--- config.mk ---
export PLATFORM = sky130hd
export DESIGN_NAME = ex_complete_stage
export DESIGN_NICKNAME = d
export VERILOG_FILES = /design/src/source/ex_pkg.sv /design/src/source/ex_complete_stage.sv
export SDC_FILE = /design/constraint.sdc
export NUM_CORES = 1
export LEC_CHECK = 0
export ABC_AREA = 1
export BUFFER_PORTS_ARGS = -buffer_cell sky130_fd_sc_hd__buf_2
export CAP_MARGIN = 10
export CORE_AREA = 2 2 383 385
export DETAILED_ROUTE_END_ITERATION = 10
export DIE_AREA = 0 0 385 387
export HOLD_SLACK_MARGIN = 0.1
export PLACE_DENSITY = 0.3
export SYNTH_ARGS = -nofsm -noshare
export SYNTH_HDL_FRONTEND = slang
export SYNTH_SLANG_ARGS = --single-unit
--- constraint.sdc ---
create_clock -name clock -period 2.9 [get_ports clock]
set_input_delay 0.435 -clock clock [delete_from_list [all_inputs] [get_ports clock]]
set_output_delay 0.435 -clock clock [all_outputs]
set_load 0.05 [all_outputs]
--- src/source/ex_pkg.sv ---
// shared types and constants for the execute stage
// lane numbering is fixed, lane 3 is the only multi-cycle lane
// opb code 2'b11 is not a legal select
package ex_pkg;

  // data word, also used for pcs
  typedef logic [63:0] word_t;
  // raw instruction word
  typedef logic [31:0] inst_t;
  // destination physical register tag
  typedef logic [5:0] tag_t;

  ////////////////////
  // alu functions
  ////////////////////
  typedef enum logic [4:0] {
    alu_addq   = 5'h00,
    alu_subq   = 5'h01,
    alu_and    = 5'h02,
    alu_bic    = 5'h03,
    alu_bis    = 5'h04,
    alu_ornot  = 5'h05,
    alu_xor    = 5'h06,
    alu_eqv    = 5'h07,
    alu_srl    = 5'h08,
    alu_sll    = 5'h09,
    alu_sra    = 5'h0a,
    alu_cmpult = 5'h0b,
    alu_cmpeq  = 5'h0c,
    alu_cmpule = 5'h0d,
    alu_cmplt  = 5'h0e,
    alu_cmple  = 5'h0f
  } alu_func_t;

  // operand a sources
  typedef enum logic [1:0] {
    opa_is_rega     = 2'h0,
    opa_is_mem_disp = 2'h1,
    opa_is_npc      = 2'h2,
    opa_is_not3     = 2'h3
  } opa_sel_t;

  // operand b sources, 2'h3 unused
  typedef enum logic [1:0] {
    opb_is_regb    = 2'h0,
    opb_is_alu_imm = 2'h1,
    opb_is_br_disp = 2'h2
  } opb_sel_t;

  ////////////////////
  // lane numbering
  ////////////////////
  localparam int num_lanes = 5;
  localparam int lane_alu0 = 0;
  localparam int lane_alu1 = 1;
  localparam int lane_mem  = 2;
  localparam int lane_mult = 3;
  localparam int lane_br   = 4;

endpackage

--- src/source/ex_complete_stage.sv ---
// branch condition test, redirect and completion register
// lane 3 completes from the multiplier, the rest from alu results
// take_branch is a one-cycle pulse aligned with the lane 4 completion
`timescale 1ns/100ps

module ex_complete_stage (
  input  logic                                  clock,
  input  logic                                  rst_n,
  input  ex_pkg::word_t [ex_pkg::num_lanes-1:0] alu_result,
  input  logic          [ex_pkg::num_lanes-1:0] op_valid,
  input  ex_pkg::tag_t  [ex_pkg::num_lanes-1:0] op_tag,
  input  ex_pkg::word_t                         op_npc,
  input  ex_pkg::word_t                         op_t1,
  input  logic          [2:0]                   op_cond_bits,
  input  logic                                  op_cond_branch,
  input  logic                                  op_uncond_branch,
  input  logic                                  mult_valid,
  input  ex_pkg::tag_t                          mult_tag,
  input  ex_pkg::word_t                         mult_product,
  output logic          [ex_pkg::num_lanes-1:0] cdb_valid,
  output ex_pkg::tag_t  [ex_pkg::num_lanes-1:0] cdb_tag,
  output ex_pkg::word_t [ex_pkg::num_lanes-1:0] cdb_value,
  output logic                                  take_branch,
  output ex_pkg::word_t                         redirect_pc
);

  logic                                  cond;
  logic                                  taken;
  logic          [ex_pkg::num_lanes-1:0] next_valid;
  ex_pkg::tag_t  [ex_pkg::num_lanes-1:0] next_tag;
  ex_pkg::word_t [ex_pkg::num_lanes-1:0] next_value;

  ////////////////////
  // branch condition
  ////////////////////
  always_comb begin
    case (op_cond_bits[1:0])
      2'b00:   cond = ~op_t1[0];                      // lbc
      2'b01:   cond = (op_t1 == '0);                  // eq
      2'b10:   cond = op_t1[63];                      // lt
      default: cond = op_t1[63] | (op_t1 == '0);      // le
    endcase
    // third bit inverts the test
    if (op_cond_bits[2]) begin
      cond = ~cond;
    end
  end

  assign taken = op_valid[ex_pkg::lane_br]
               & (op_uncond_branch | (op_cond_branch & cond));

  // multiplier lane replaces its slot
  always_comb begin
    next_valid = op_valid;
    next_tag   = op_tag;
    next_value = alu_result;
    next_valid[ex_pkg::lane_mult] = mult_valid;
    next_tag[ex_pkg::lane_mult]   = mult_tag;
    next_value[ex_pkg::lane_mult] = mult_product;
  end

  ////////////////////
  // completion register
  ////////////////////
  always_ff @(posedge clock) begin
    if (!rst_n) begin
      cdb_valid   <= '0;
      take_branch <= 1'b0;
    end else begin
      cdb_valid   <= next_valid;
      take_branch <= taken;
    end
  end

  always_ff @(posedge clock) begin
    cdb_tag     <= next_tag;
    cdb_value   <= next_value;
    // target from the branch alu, else fall through
    redirect_pc <= taken ? alu_result[ex_pkg::lane_br] : op_npc;
  end

  a_br_kind: assert property (@(posedge clock) disable iff (!rst_n)
    op_valid[ex_pkg::lane_br] |-> !(op_cond_branch && op_uncond_branch));

  // no two lanes write the same register in one cycle
  for (genvar a = 0; a < ex_pkg::num_lanes; a++) begin : g_tag_a
    for (genvar b = a + 1; b < ex_pkg::num_lanes; b++) begin : g_tag_b
      a_tag_unique: assert property (@(posedge clock) disable iff (!rst_n)
        !(cdb_valid[a] && cdb_valid[b] && (cdb_tag[a] == cdb_tag[b])));
    end
  end

endmodule

-- Word-level counts from Yosys, hierarchy flattened
Index checks and enable logic that the tools add are counted.
- eq/ne operators: 2
- multiplexer cells: 3
- bitwise operators: 6
- reductions and logical operators: 2
- operator list (operator ; number):
    64-bit zero test ; 1
    64-bit 2-to-1 mux ; 1
    1-bit one-hot mux with 3 select lines ; 1
    1-bit AND ; 2
    2-bit by 1-bit == test with 1-bit output, second input constant ; 1
    2-bit == test, second input constant ; 1
    2-bit zero test ; 1
    1-bit NOT ; 2
    1-bit bitwise OR ; 2
    1-bit 2-to-1 mux ; 1
- flip-flop bits (word level): 420
- input port bits: 561
- output and inout port bits: 420
- word-level logic and storage cells: 26

-- Logic depth before layout (Yosys ltp)
Gate-level depths: netlist of run 1.
- depth after elaboration: 9
- depth in mapped cells: 14
- depth with buffers taken out: 13

-- Worst setup path after synthesis of run 1
No wires, ideal clock.
- kind: input to register
- start point: input op_t1[23]
- end point: register redirect_pc[17]
- setup time: 0.112 ns
- arrival: 1.521 ns
- data required time: 2.788 ns
- path slack: 1.266 ns
- stages on the path: 14
- path buffers: 2
- cell sequence: nor2_1 nand2_1 nor2_1 nand2_1 nor2_1 nand3_2 nand2_1 nand2_1 nand3_2 nand2_4 buf_12 buf_8 nand3_1 nand2_1
- longest elaborated chain between the ends: 9
- RTL lines (what ; line ; text):
    start: declaration ; ex_complete_stage.sv:13 ; input ex_pkg::word_t op_t1,
    64-bit zero test * ; ex_complete_stage.sv:39, ex_complete_stage.sv:41 ;
    1-bit bitwise OR ; ex_complete_stage.sv:41 ; default: cond = op_t1[63] | (op_t1 == '0);
    1-bit one-hot mux with 3 select lines * ; ex_complete_stage.sv:37 ; case (op_cond_bits[1:0])
    1-bit NOT ; ex_complete_stage.sv:45 ; cond = ~cond;
    1-bit 2-to-1 mux * ; ex_complete_stage.sv:44 ; if (op_cond_bits[2]) begin
    1-bit AND * ; ex_complete_stage.sv:50 ; & (op_uncond_branch | (op_cond_branch & cond));
    1-bit bitwise OR * ; ex_complete_stage.sv:50 ;
    1-bit AND * ; ex_complete_stage.sv:50 ;
    64-bit 2-to-1 mux * ; ex_complete_stage.sv:79 ; redirect_pc <= taken ? alu_result[ex_pkg::lane_br] : op_npc;
    end signal: assignment ; ex_complete_stage.sv:79 ;
    end: declaration ; ex_complete_stage.sv:24 ; output ex_pkg::word_t redirect_pc
Mark *: on every way between the ends. The rest lies on a longest branch, timed or not.
A chain may end at the register's enable or synchronous reset.

-- Final worst setup path of run 1
- start point: input op_t1[31]
- end point: register redirect_pc[29]
Same word-level chain as after synthesis.

==> results of run 1 <==
[Yosys cell counts, types with 2 or more instances]
cell	n
sky130_fd_sc_hd__a21oi_1	2
sky130_fd_sc_hd__buf_2	3
sky130_fd_sc_hd__buf_4	3
sky130_fd_sc_hd__buf_6	6
sky130_fd_sc_hd__buf_8	3
sky130_fd_sc_hd__clkbuf_8	3
sky130_fd_sc_hd__dfxtp_1	420
sky130_fd_sc_hd__inv_1	8
sky130_fd_sc_hd__nand2_1	150
sky130_fd_sc_hd__nand2_4	2
sky130_fd_sc_hd__nand3_1	51
sky130_fd_sc_hd__nand3_2	17
sky130_fd_sc_hd__nor2_1	39
[routing by layer]
| metal | vias up | part of all wire | track usage |
|---|---|---|---|
| met1 | 4701 | 0.37 | 0.0943 |
| met5 | - | 0.0028 | 0.00357 |
| met3 | 116 | 0.10 | 0.0340 |
| met4 | 20 | 0.037 | 0.0369 |
| li1 | 5029 | - | - |
| met2 | 553 | 0.48 | 0.152 |
[cell type report]
cell class | instances | share of cell area
inverters | 8 | 0.00131
multi-input cells | 265 | 0.0519
flip-flops and latches | 420 | 0.366
well taps | 1917 | 0.104
diodes | 8 | 0.000871
clock buffers | 73 | 0.0681
repair buffers | 1345 | 0.389
clock inverters | 32 | 0.0190
[placed cells by master (no fill, tap or decap), drive strengths merged, types with 2 or more instances in the layout]
cell type / netlist / final
clkbuf: 4 / 73
nor2: 40 / 40
clkinv: 0 / 17
dfxtp: 420 / 420
nand2: 152 / 152
diode: 0 / 8
clkinvlp: 0 / 4
buf: 16 / 919
bufinv: 0 / 7
dlygate4sd3: 0 / 426
nand3: 68 / 68
a21oi: 2 / 2
inv: 8 / 12
[flip-flops by register name (all words and copies together), names as in the netlist]
| register | count |
|---|---|
| cdb_valid | 5 |
| cdb_value | 320 |
| take_branch | 1 |
| cdb_tag | 30 |
| redirect_pc | 64 |
[cells by family after synthesis]
family | count (synthesis) | synth area share
compound gates | 2 | 0.00102
buf+inv | 28 | 0.0249
flops | 420 | 0.854
simple gates | 263 | 0.120
[how the worst max path moves through the flow]
stage	startpoint	end	slack, ns	depth (start not counted)
finish	op_t1[31]	redirect_pc[29]	0.85	15
global placement	op_t1[31]	redirect_pc[54]	0.56	15
floorplan	op_t1[23]	redirect_pc[17]	1.27	14
CTS	cdb_value[220]	cdb_value[220]	0.79	1
global route	op_t1[27]	redirect_pc[32]	0.64	15
detailed placement	op_t1[31]	redirect_pc[54]	0.55	15
[worst min-delay path: stages]
cell and delay (ns):
sky130_fd_sc_hd__buf_2 0.10, sky130_fd_sc_hd__inv_1 0.10, sky130_fd_sc_hd__a21oi_1 0.10
[power by group through the flow]
stage,Combinational [mW],Clock [mW],Sequential [mW]
final,2.78,7.55,6.26
after global routing,2.93,8.14,6.29
after CTS,2.84,7.94,6.27
after detailed placement,2.32,0,6.39
after global placement,2.33,0,6.39
after floorplan,0.177,0,7.58
[through the flow]
step | area (um^2) | utilization | hold WS [ns] | instances
5_1_grt | 23000 | 0.159 | 0.150 | 4063
2_1_floorplan | 9850 | - | 0.463 | 713
3_3_place_gp | 16700 | 0.115 | 0.537 | 3529
6_report | 23000 | 0.159 | 0.178 | 4068
3_5_place_dp | 16700 | 0.115 | 0.539 | 3529
4_1_cts | 23000 | 0.158 | 0.120 | 4060
==> Flow_metrics.wiki, run 1 <==
{| class="wikitable"
! Metric !! Value
|-
| Outcome || finished clean
|-
| Number of antenna violations at the first check in global routing || 27
|-
| Setup TNS Final || 0 ns
|-
| Maximum buffer depth of the clock tree || 3
|-
| Total Wirelength || approximately 68000 um
|-
| Worst IR Drop VDD || 0.448 mV
|-
| Router iterations before antenna repair || 4
|-
| H-tree levels || 2
|-
| CP endpoint kind || flop
|-
| Total nets after synthesis || approximately 1300
|-
| CTS tree || built
|-
| Number of fillers in the final layout || 16300
|-
| Global router's overall resource usage || 0.0879
|-
| Slowest Stage Delay on Critical Path || 0.53 ns
|-
| Number of storage elements in the synthesis netlist || between 400 and 500
|-
| Final setup violation count || 0
|-
| I/O Pins || about 1000
|-
| Total buffers and inverters traversed by the critical path || 4
|-
| Detailed-placement wirelength estimate || about 56000 um
|-
| Launching element type of the critical path || input port
|-
| Remaining global-route overflow || 0
|-
| Sequential Power Share || 0.377
|-
| Clk pwr share || 0.455
|-
| Async SR Flop Fraction || 0
|-
| Data required time at the worst endpoint || about 3.5 ns
|-
| Path type of the worst min-delay path || in -> reg
|-
| Number of flops mapped to enable cells by yosys || 0
|-
| Type of the worst setup path || in -> reg
|-
| Average size of a mapped cell || 13.8 um^2
|-
| Multi-input combinational cell area || 1190 um^2
|-
| Arrival time at the worst endpoint || approximately 2.7 ns
|-
| Main area contributors after synthesis || sky130_fd_sc_hd__dfxtp_1 (85%), sky130_fd_sc_hd__nand2_1 (5.7%), sky130_fd_sc_hd__nand3_1 (2.6%)
|-
| Share of post-route cells with drive strength above 1 || 0.484
|-
| Post-layout minimum cycle time || 2.05 ns
|-
| Endpoint of the worst hold-timing path || take_branch
|-
| Fmax || a little under 500 MHz
|-
| RSZ-0062 raised after global routing || false
|-
| Pins over their slew limit || 0
|-
| Hold-fix buffers at CTS || 426
|-
| Psw || slightly above 5 mW
|-
| Pin count of the biggest net entering global routing || 42
|-
| Total via count after detailed routing || 10400
|-
| Setup fix buffers added after clock tree synthesis || 0
|-
| Internal power summed over all cells || between 10 and 15 mW
|-
| Synth Cell Area || slightly below 10000 um^2
|-
| Part of the power in combinational logic || 0.168
|-
| Worst-case setup margin in the final layout || approximately 0.85 ns
|-
| CTS root buf || sky130_fd_sc_hd__clkbuf_16
|-
| Total core area || around 140000 um^2
|-
| Routability cong. || 0.836
|-
| Final Hold Viols || 0
|-
| Antenna viol nets, final || 0
|-
| Ys flop type || sky130_fd_sc_hd__dfxtp_1
|-
| Total of cells resized after clock tree synthesis || 0
|-
| Hold wc startpoint || op_uncond_branch
|-
| Number of clock sinks seen by CTS || 420
|-
| Post-synthesis cell count || around 700
|-
| Sequential cell area || 8410 um^2
|-
| Layout overhead on the synthesized area || 133%
|-
| Placement Rows || between 100 and 150
|-
| Number of nets in the layout || approximately 2700
|-
| DIE HEIGHT || about 390 um
|-
| Clock buffers created by TritonCTS || 56
|-
| DRC violation count after routing || 0
|-
| Register clock-pin slew on the reported worst setup and hold paths || around 0.060 ns
|-
| Highest-delay cell along the critical path || sky130_fd_sc_hd__dlygate4sd3_1
|-
| Via-per-instance ratio || around 2.6
|-
| Worst slack at placement || 0.554 ns
|-
| Switching Share || 0.307
|-
| Power Dens Cells || 722 nW/um^2
|-
| Share of the cycle needed by the critical path after routing || 0.707
|-
| Worst path cell trace || buf_2 -> nor2_1 -> nand2_1 -> nor2_1 -> nand2_1 -> nor2_2 -> nand3_2 -> nand3_2 -> nand3_2 -> nand2_4 -> buf_12 -> buf_4 -> nand3_2 -> nand2_1 -> dlygate4sd3_1
|-
| Count of buffers from port buffering || slightly above 900
|-
| Critical path peak fanout || 31
|-
| Synth unique cells || 19
|-
| Number of global-route vias before repair || approximately 12000
|-
| Number of warning messages in the yosys log || 0
|-
| Fraction of synthesized cell area taken by the top area cell type || 0.854
|-
| Transition time at the pin with the least slew margin || roughly 0.48 ns
|-
| Effective utilization at floorplan || 0.0680
|-
| Iteration-0 DRC Markers || a little over 200
|-
| Dominant cell type by count on the critical path || sky130_fd_sc_hd__nand3_2
|-
| First-pass GRT wire length || 89800 um
|-
| Post-DR wirelength/cell || between 15 and 20 um
|-
| Hold path cells || 3
|-
| Max transition margin || 0.680
|-
| Kind of cell adding the most delay to the critical path || simple AND/OR/NAND/NOR gates
|-
| Portion of the post-synthesis area used by sequential elements || 0.854
|-
| Cell type with the highest aggregate area in the netlist || sky130_fd_sc_hd__dfxtp_1
|-
| Leak || around 11 nW
|-
| Overall die area || 149000 um^2
|-
| MaxCap Viol Count || 0
|-
| Power after layout || ~17 mW
|-
| Die width || ~390 um
|}
Power figures use the tool's default switching activity.
==> inputs of run 2 (changes only) <==
Settings changed: CORE_AREA 2 2 383 385 to 2 2 387 389, DIE_AREA 0 0 385 387 to 0 0 389 391.
Clock period 2.9 ns to 1.95 ns, I/O delays scaled along.
==> run 2 against run 1 <==
Worst setup slack worse by 0.72 ns; worst hold slack worse by 0.0098 ns; critical path type unchanged; cell count is 1.2% higher; critical path depth is 1 higher; total power is 44% higher.
==> Flow_metrics.wiki, run 2 (synthesized netlist as in run 1, its figures left out) <==
{| class="wikitable"
! Metric !! Value
|-
| Outcome || finished clean
|-
| Worst-case setup margin in the final layout || roughly 0.13 ns
|-
| Post-DR wirelength/cell || approximately 17 um
|-
| Maximum buffer depth of the clock tree || 3
|-
| Pin count of the biggest net entering global routing || 32
|-
| Highest-delay cell along the critical path || sky130_fd_sc_hd__dlygate4sd3_1
|-
| Register clock-pin slew on the reported worst setup and hold paths || ~0.060 ns
|-
| Worst setup path start || op_t1[31]
|-
| CTS tree || built
|-
| CP endpoint kind || flop
|-
| Iteration-0 DRC Markers || 238
|-
| Critical path peak fanout || 20
|-
| Data required time at the worst endpoint || 2.47 ns
|-
| Kind of cell adding the most delay to the critical path || simple AND/OR/NAND/NOR gates
|-
| Post-layout minimum cycle time || roughly 1.8 ns
|-
| Antenna viol nets, final || 0
|-
| Total via count after detailed routing || around 11000
|-
| H-tree levels || 2
|-
| Leak || approximately 11 nW
|-
| RSZ-0062 raised after global routing || false
|-
| Worst slack at placement || -0.0158 ns
|-
| Arrival time at the worst endpoint || around 2.3 ns
|-
| CTS root buf || sky130_fd_sc_hd__clkbuf_16
|-
| Clock buffers created by TritonCTS || 54
|-
| First-pass GRT wire length || approximately 91000 um
|-
| Share of post-route cells with drive strength above 1 || 0.480
|-
| DIE HEIGHT || around 400 um
|-
| Commonest non-fill, non-tap cells in the layout || sky130_fd_sc_hd__buf_2 (908), sky130_fd_sc_hd__dlygate4sd3_1 (442), sky130_fd_sc_hd__dfxtp_1 (420)
|-
| Hold wc startpoint || op_valid[4]
|-
| Die width || roughly 400 um
|-
| Final setup violation count || 0
|-
| DRC violation count after routing || 0
|-
| Pins over their slew limit || 0
|-
| Max transition margin || 0.711
|-
| Path type of the worst min-delay path || in -> reg
|-
| Worst setup path endpoint || redirect_pc[20]
|-
| Effective utilization at floorplan || 0.0663
|-
| Most common library cell in the layout ignoring fill and taps || sky130_fd_sc_hd__buf_2
|-
| Type of the worst setup path || in -> reg
|-
| Router iterations before antenna repair || 4
|-
| Fmax || about 550 MHz
|-
| Worst path cell trace || buf_2 -> nor2_2 -> nand2_1 -> nor2_1 -> nand2_1 -> nor2_2 -> nand3_2 -> nand3_2 -> nand3_4 -> nand2_4 -> nand2_4 -> buf_12 -> buf_4 -> nand2_1 -> nand2_1 -> dlygate4sd3_1
|-
| Power Dens Cells || 1030 nW/um^2
|-
| MaxCap Viol Count || 0
|-
| Routability cong. || between 0.8 and 0.9
|-
| Placement Rows || around 140
|-
| Worst Hold Slack || 0.168 ns
|-
| Number of antenna violations at the first check in global routing || 40
|-
| Flip-flop count of the largest register, all copies and words added || 320
|-
| Final Hold Viols || 0
|-
| Cell count along the critical path || 16
|-
| Total core area || roughly 150000 um^2
|-
| Count of buffers from port buffering || 909
|-
| I/O Pins || between 900 and 1000
|-
| Number of nets in the layout || around 2700
|-
| Dominant cell type by count on the critical path || sky130_fd_sc_hd__nand2_1
|-
| Post-placement cell area || between 15000 and 20000 um^2
|-
| Share of the cycle needed by the critical path after routing || 0.931
|-
| Remaining global-route overflow || 0
|-
| Register name with the most flops || cdb_value
|-
| Slowest Stage Delay on Critical Path || around 0.53 ns
|-
| Setup fix buffers added after clock tree synthesis || 0
|-
| Detailed-placement wirelength estimate || roughly 57000 um
|-
| Overall die area || between 150000 and 200000 um^2
|-
| Number of clock sinks seen by CTS || 420
|-
| Biggest regs || cdb_value (320), redirect_pc (64), cdb_tag (30)
|-
| Worst IR Drop VDD || 0.634 mV
|-
| Total buffers and inverters traversed by the critical path || 4
|-
| Global router's overall resource usage || 0.0866
|-
| Final standard cell utilization of the core || 0.156
|-
| Total Wirelength || slightly below 70000 um
|-
| Layout overhead on the synthesized area || 135%
|-
| Transition time at the pin with the least slew margin || approximately 0.44 ns
|-
| Post-route standard cell area excluding fillers || 23200 um^2
|-
| Launching element type of the critical path || input port
|-
| Via-per-instance ratio || roughly 2.6
|-
| Number of global-route vias before repair || 11300
|}
[run 2: how the worst min path moves through the flow]
stage | endpoint | depth (start not counted)
finish | redirect_pc[7] | 3
global route | redirect_pc[7] | 3
CTS | redirect_pc[7] | 3
detailed placement | cdb_tag[21] | 1
global placement | cdb_value[160] | 1
floorplan | cdb_tag[0] | 0
[run 2: repair_timing]
item	4_1_cts	5_1_grt
endpoints found under the setup margin	0	6
gates resized for setup	0	4
endpoints found under the hold margin	420	0
hold buffers	442	0
[run 2: per-layer routing]
layer / vias up / part of all wire / global-route usage / wire [um]
li1: 5078 / - / - / -
met1: 4812 / 0.39 / 0.0993 / 27200
met2: 580 / 0.49 / 0.149 / 33500
met3: 103 / 0.091 / 0.0327 / 6310
met4: 16 / 0.027 / 0.0243 / 1860
met5: - / 0.0016 / 0 / 113
[run 2: cell type report]
cell class              instances  area [um^2]
clock inverters                18          244
multi-input cells             265         1200
flip-flops and latches        420         8410
diodes                          6         15.0
fillers                     16800       125000
repair buffers               1377         9300
well taps                    1944         2430
clock buffers                  78         1540
inverters                       8         30.0
[run 2: where the power goes]
| group | leakage (nW) | switching, mW | total [mW] | internal (mW) |
|---|---|---|---|---|
| Combinational | 6.36 | 2.82 | 4.27 | 1.44 |
| Sequential | 3.54 | 0.204 | 9.31 | 9.11 |
| Clock | 0.873 | 4.22 | 10.2 | 6.02 |
[run 2: metrics by stage]
stage                     TNS (ns)  cells  total power [mW]
after detailed placement   -0.0674   3572              13.1
after global routing             0   4111              25.0
after floorplan                  0    713              11.5
after global placement      -0.954   3572              13.1
after CTS                        0   4110              24.5
final                            0   4116              23.8
[run 2: tightest hold or removal path: stages]
cell,delay [ns]
sky130_fd_sc_hd__buf_4,0.21
sky130_fd_sc_hd__nand3_1,0.14
sky130_fd_sc_hd__nand2_1,0.08
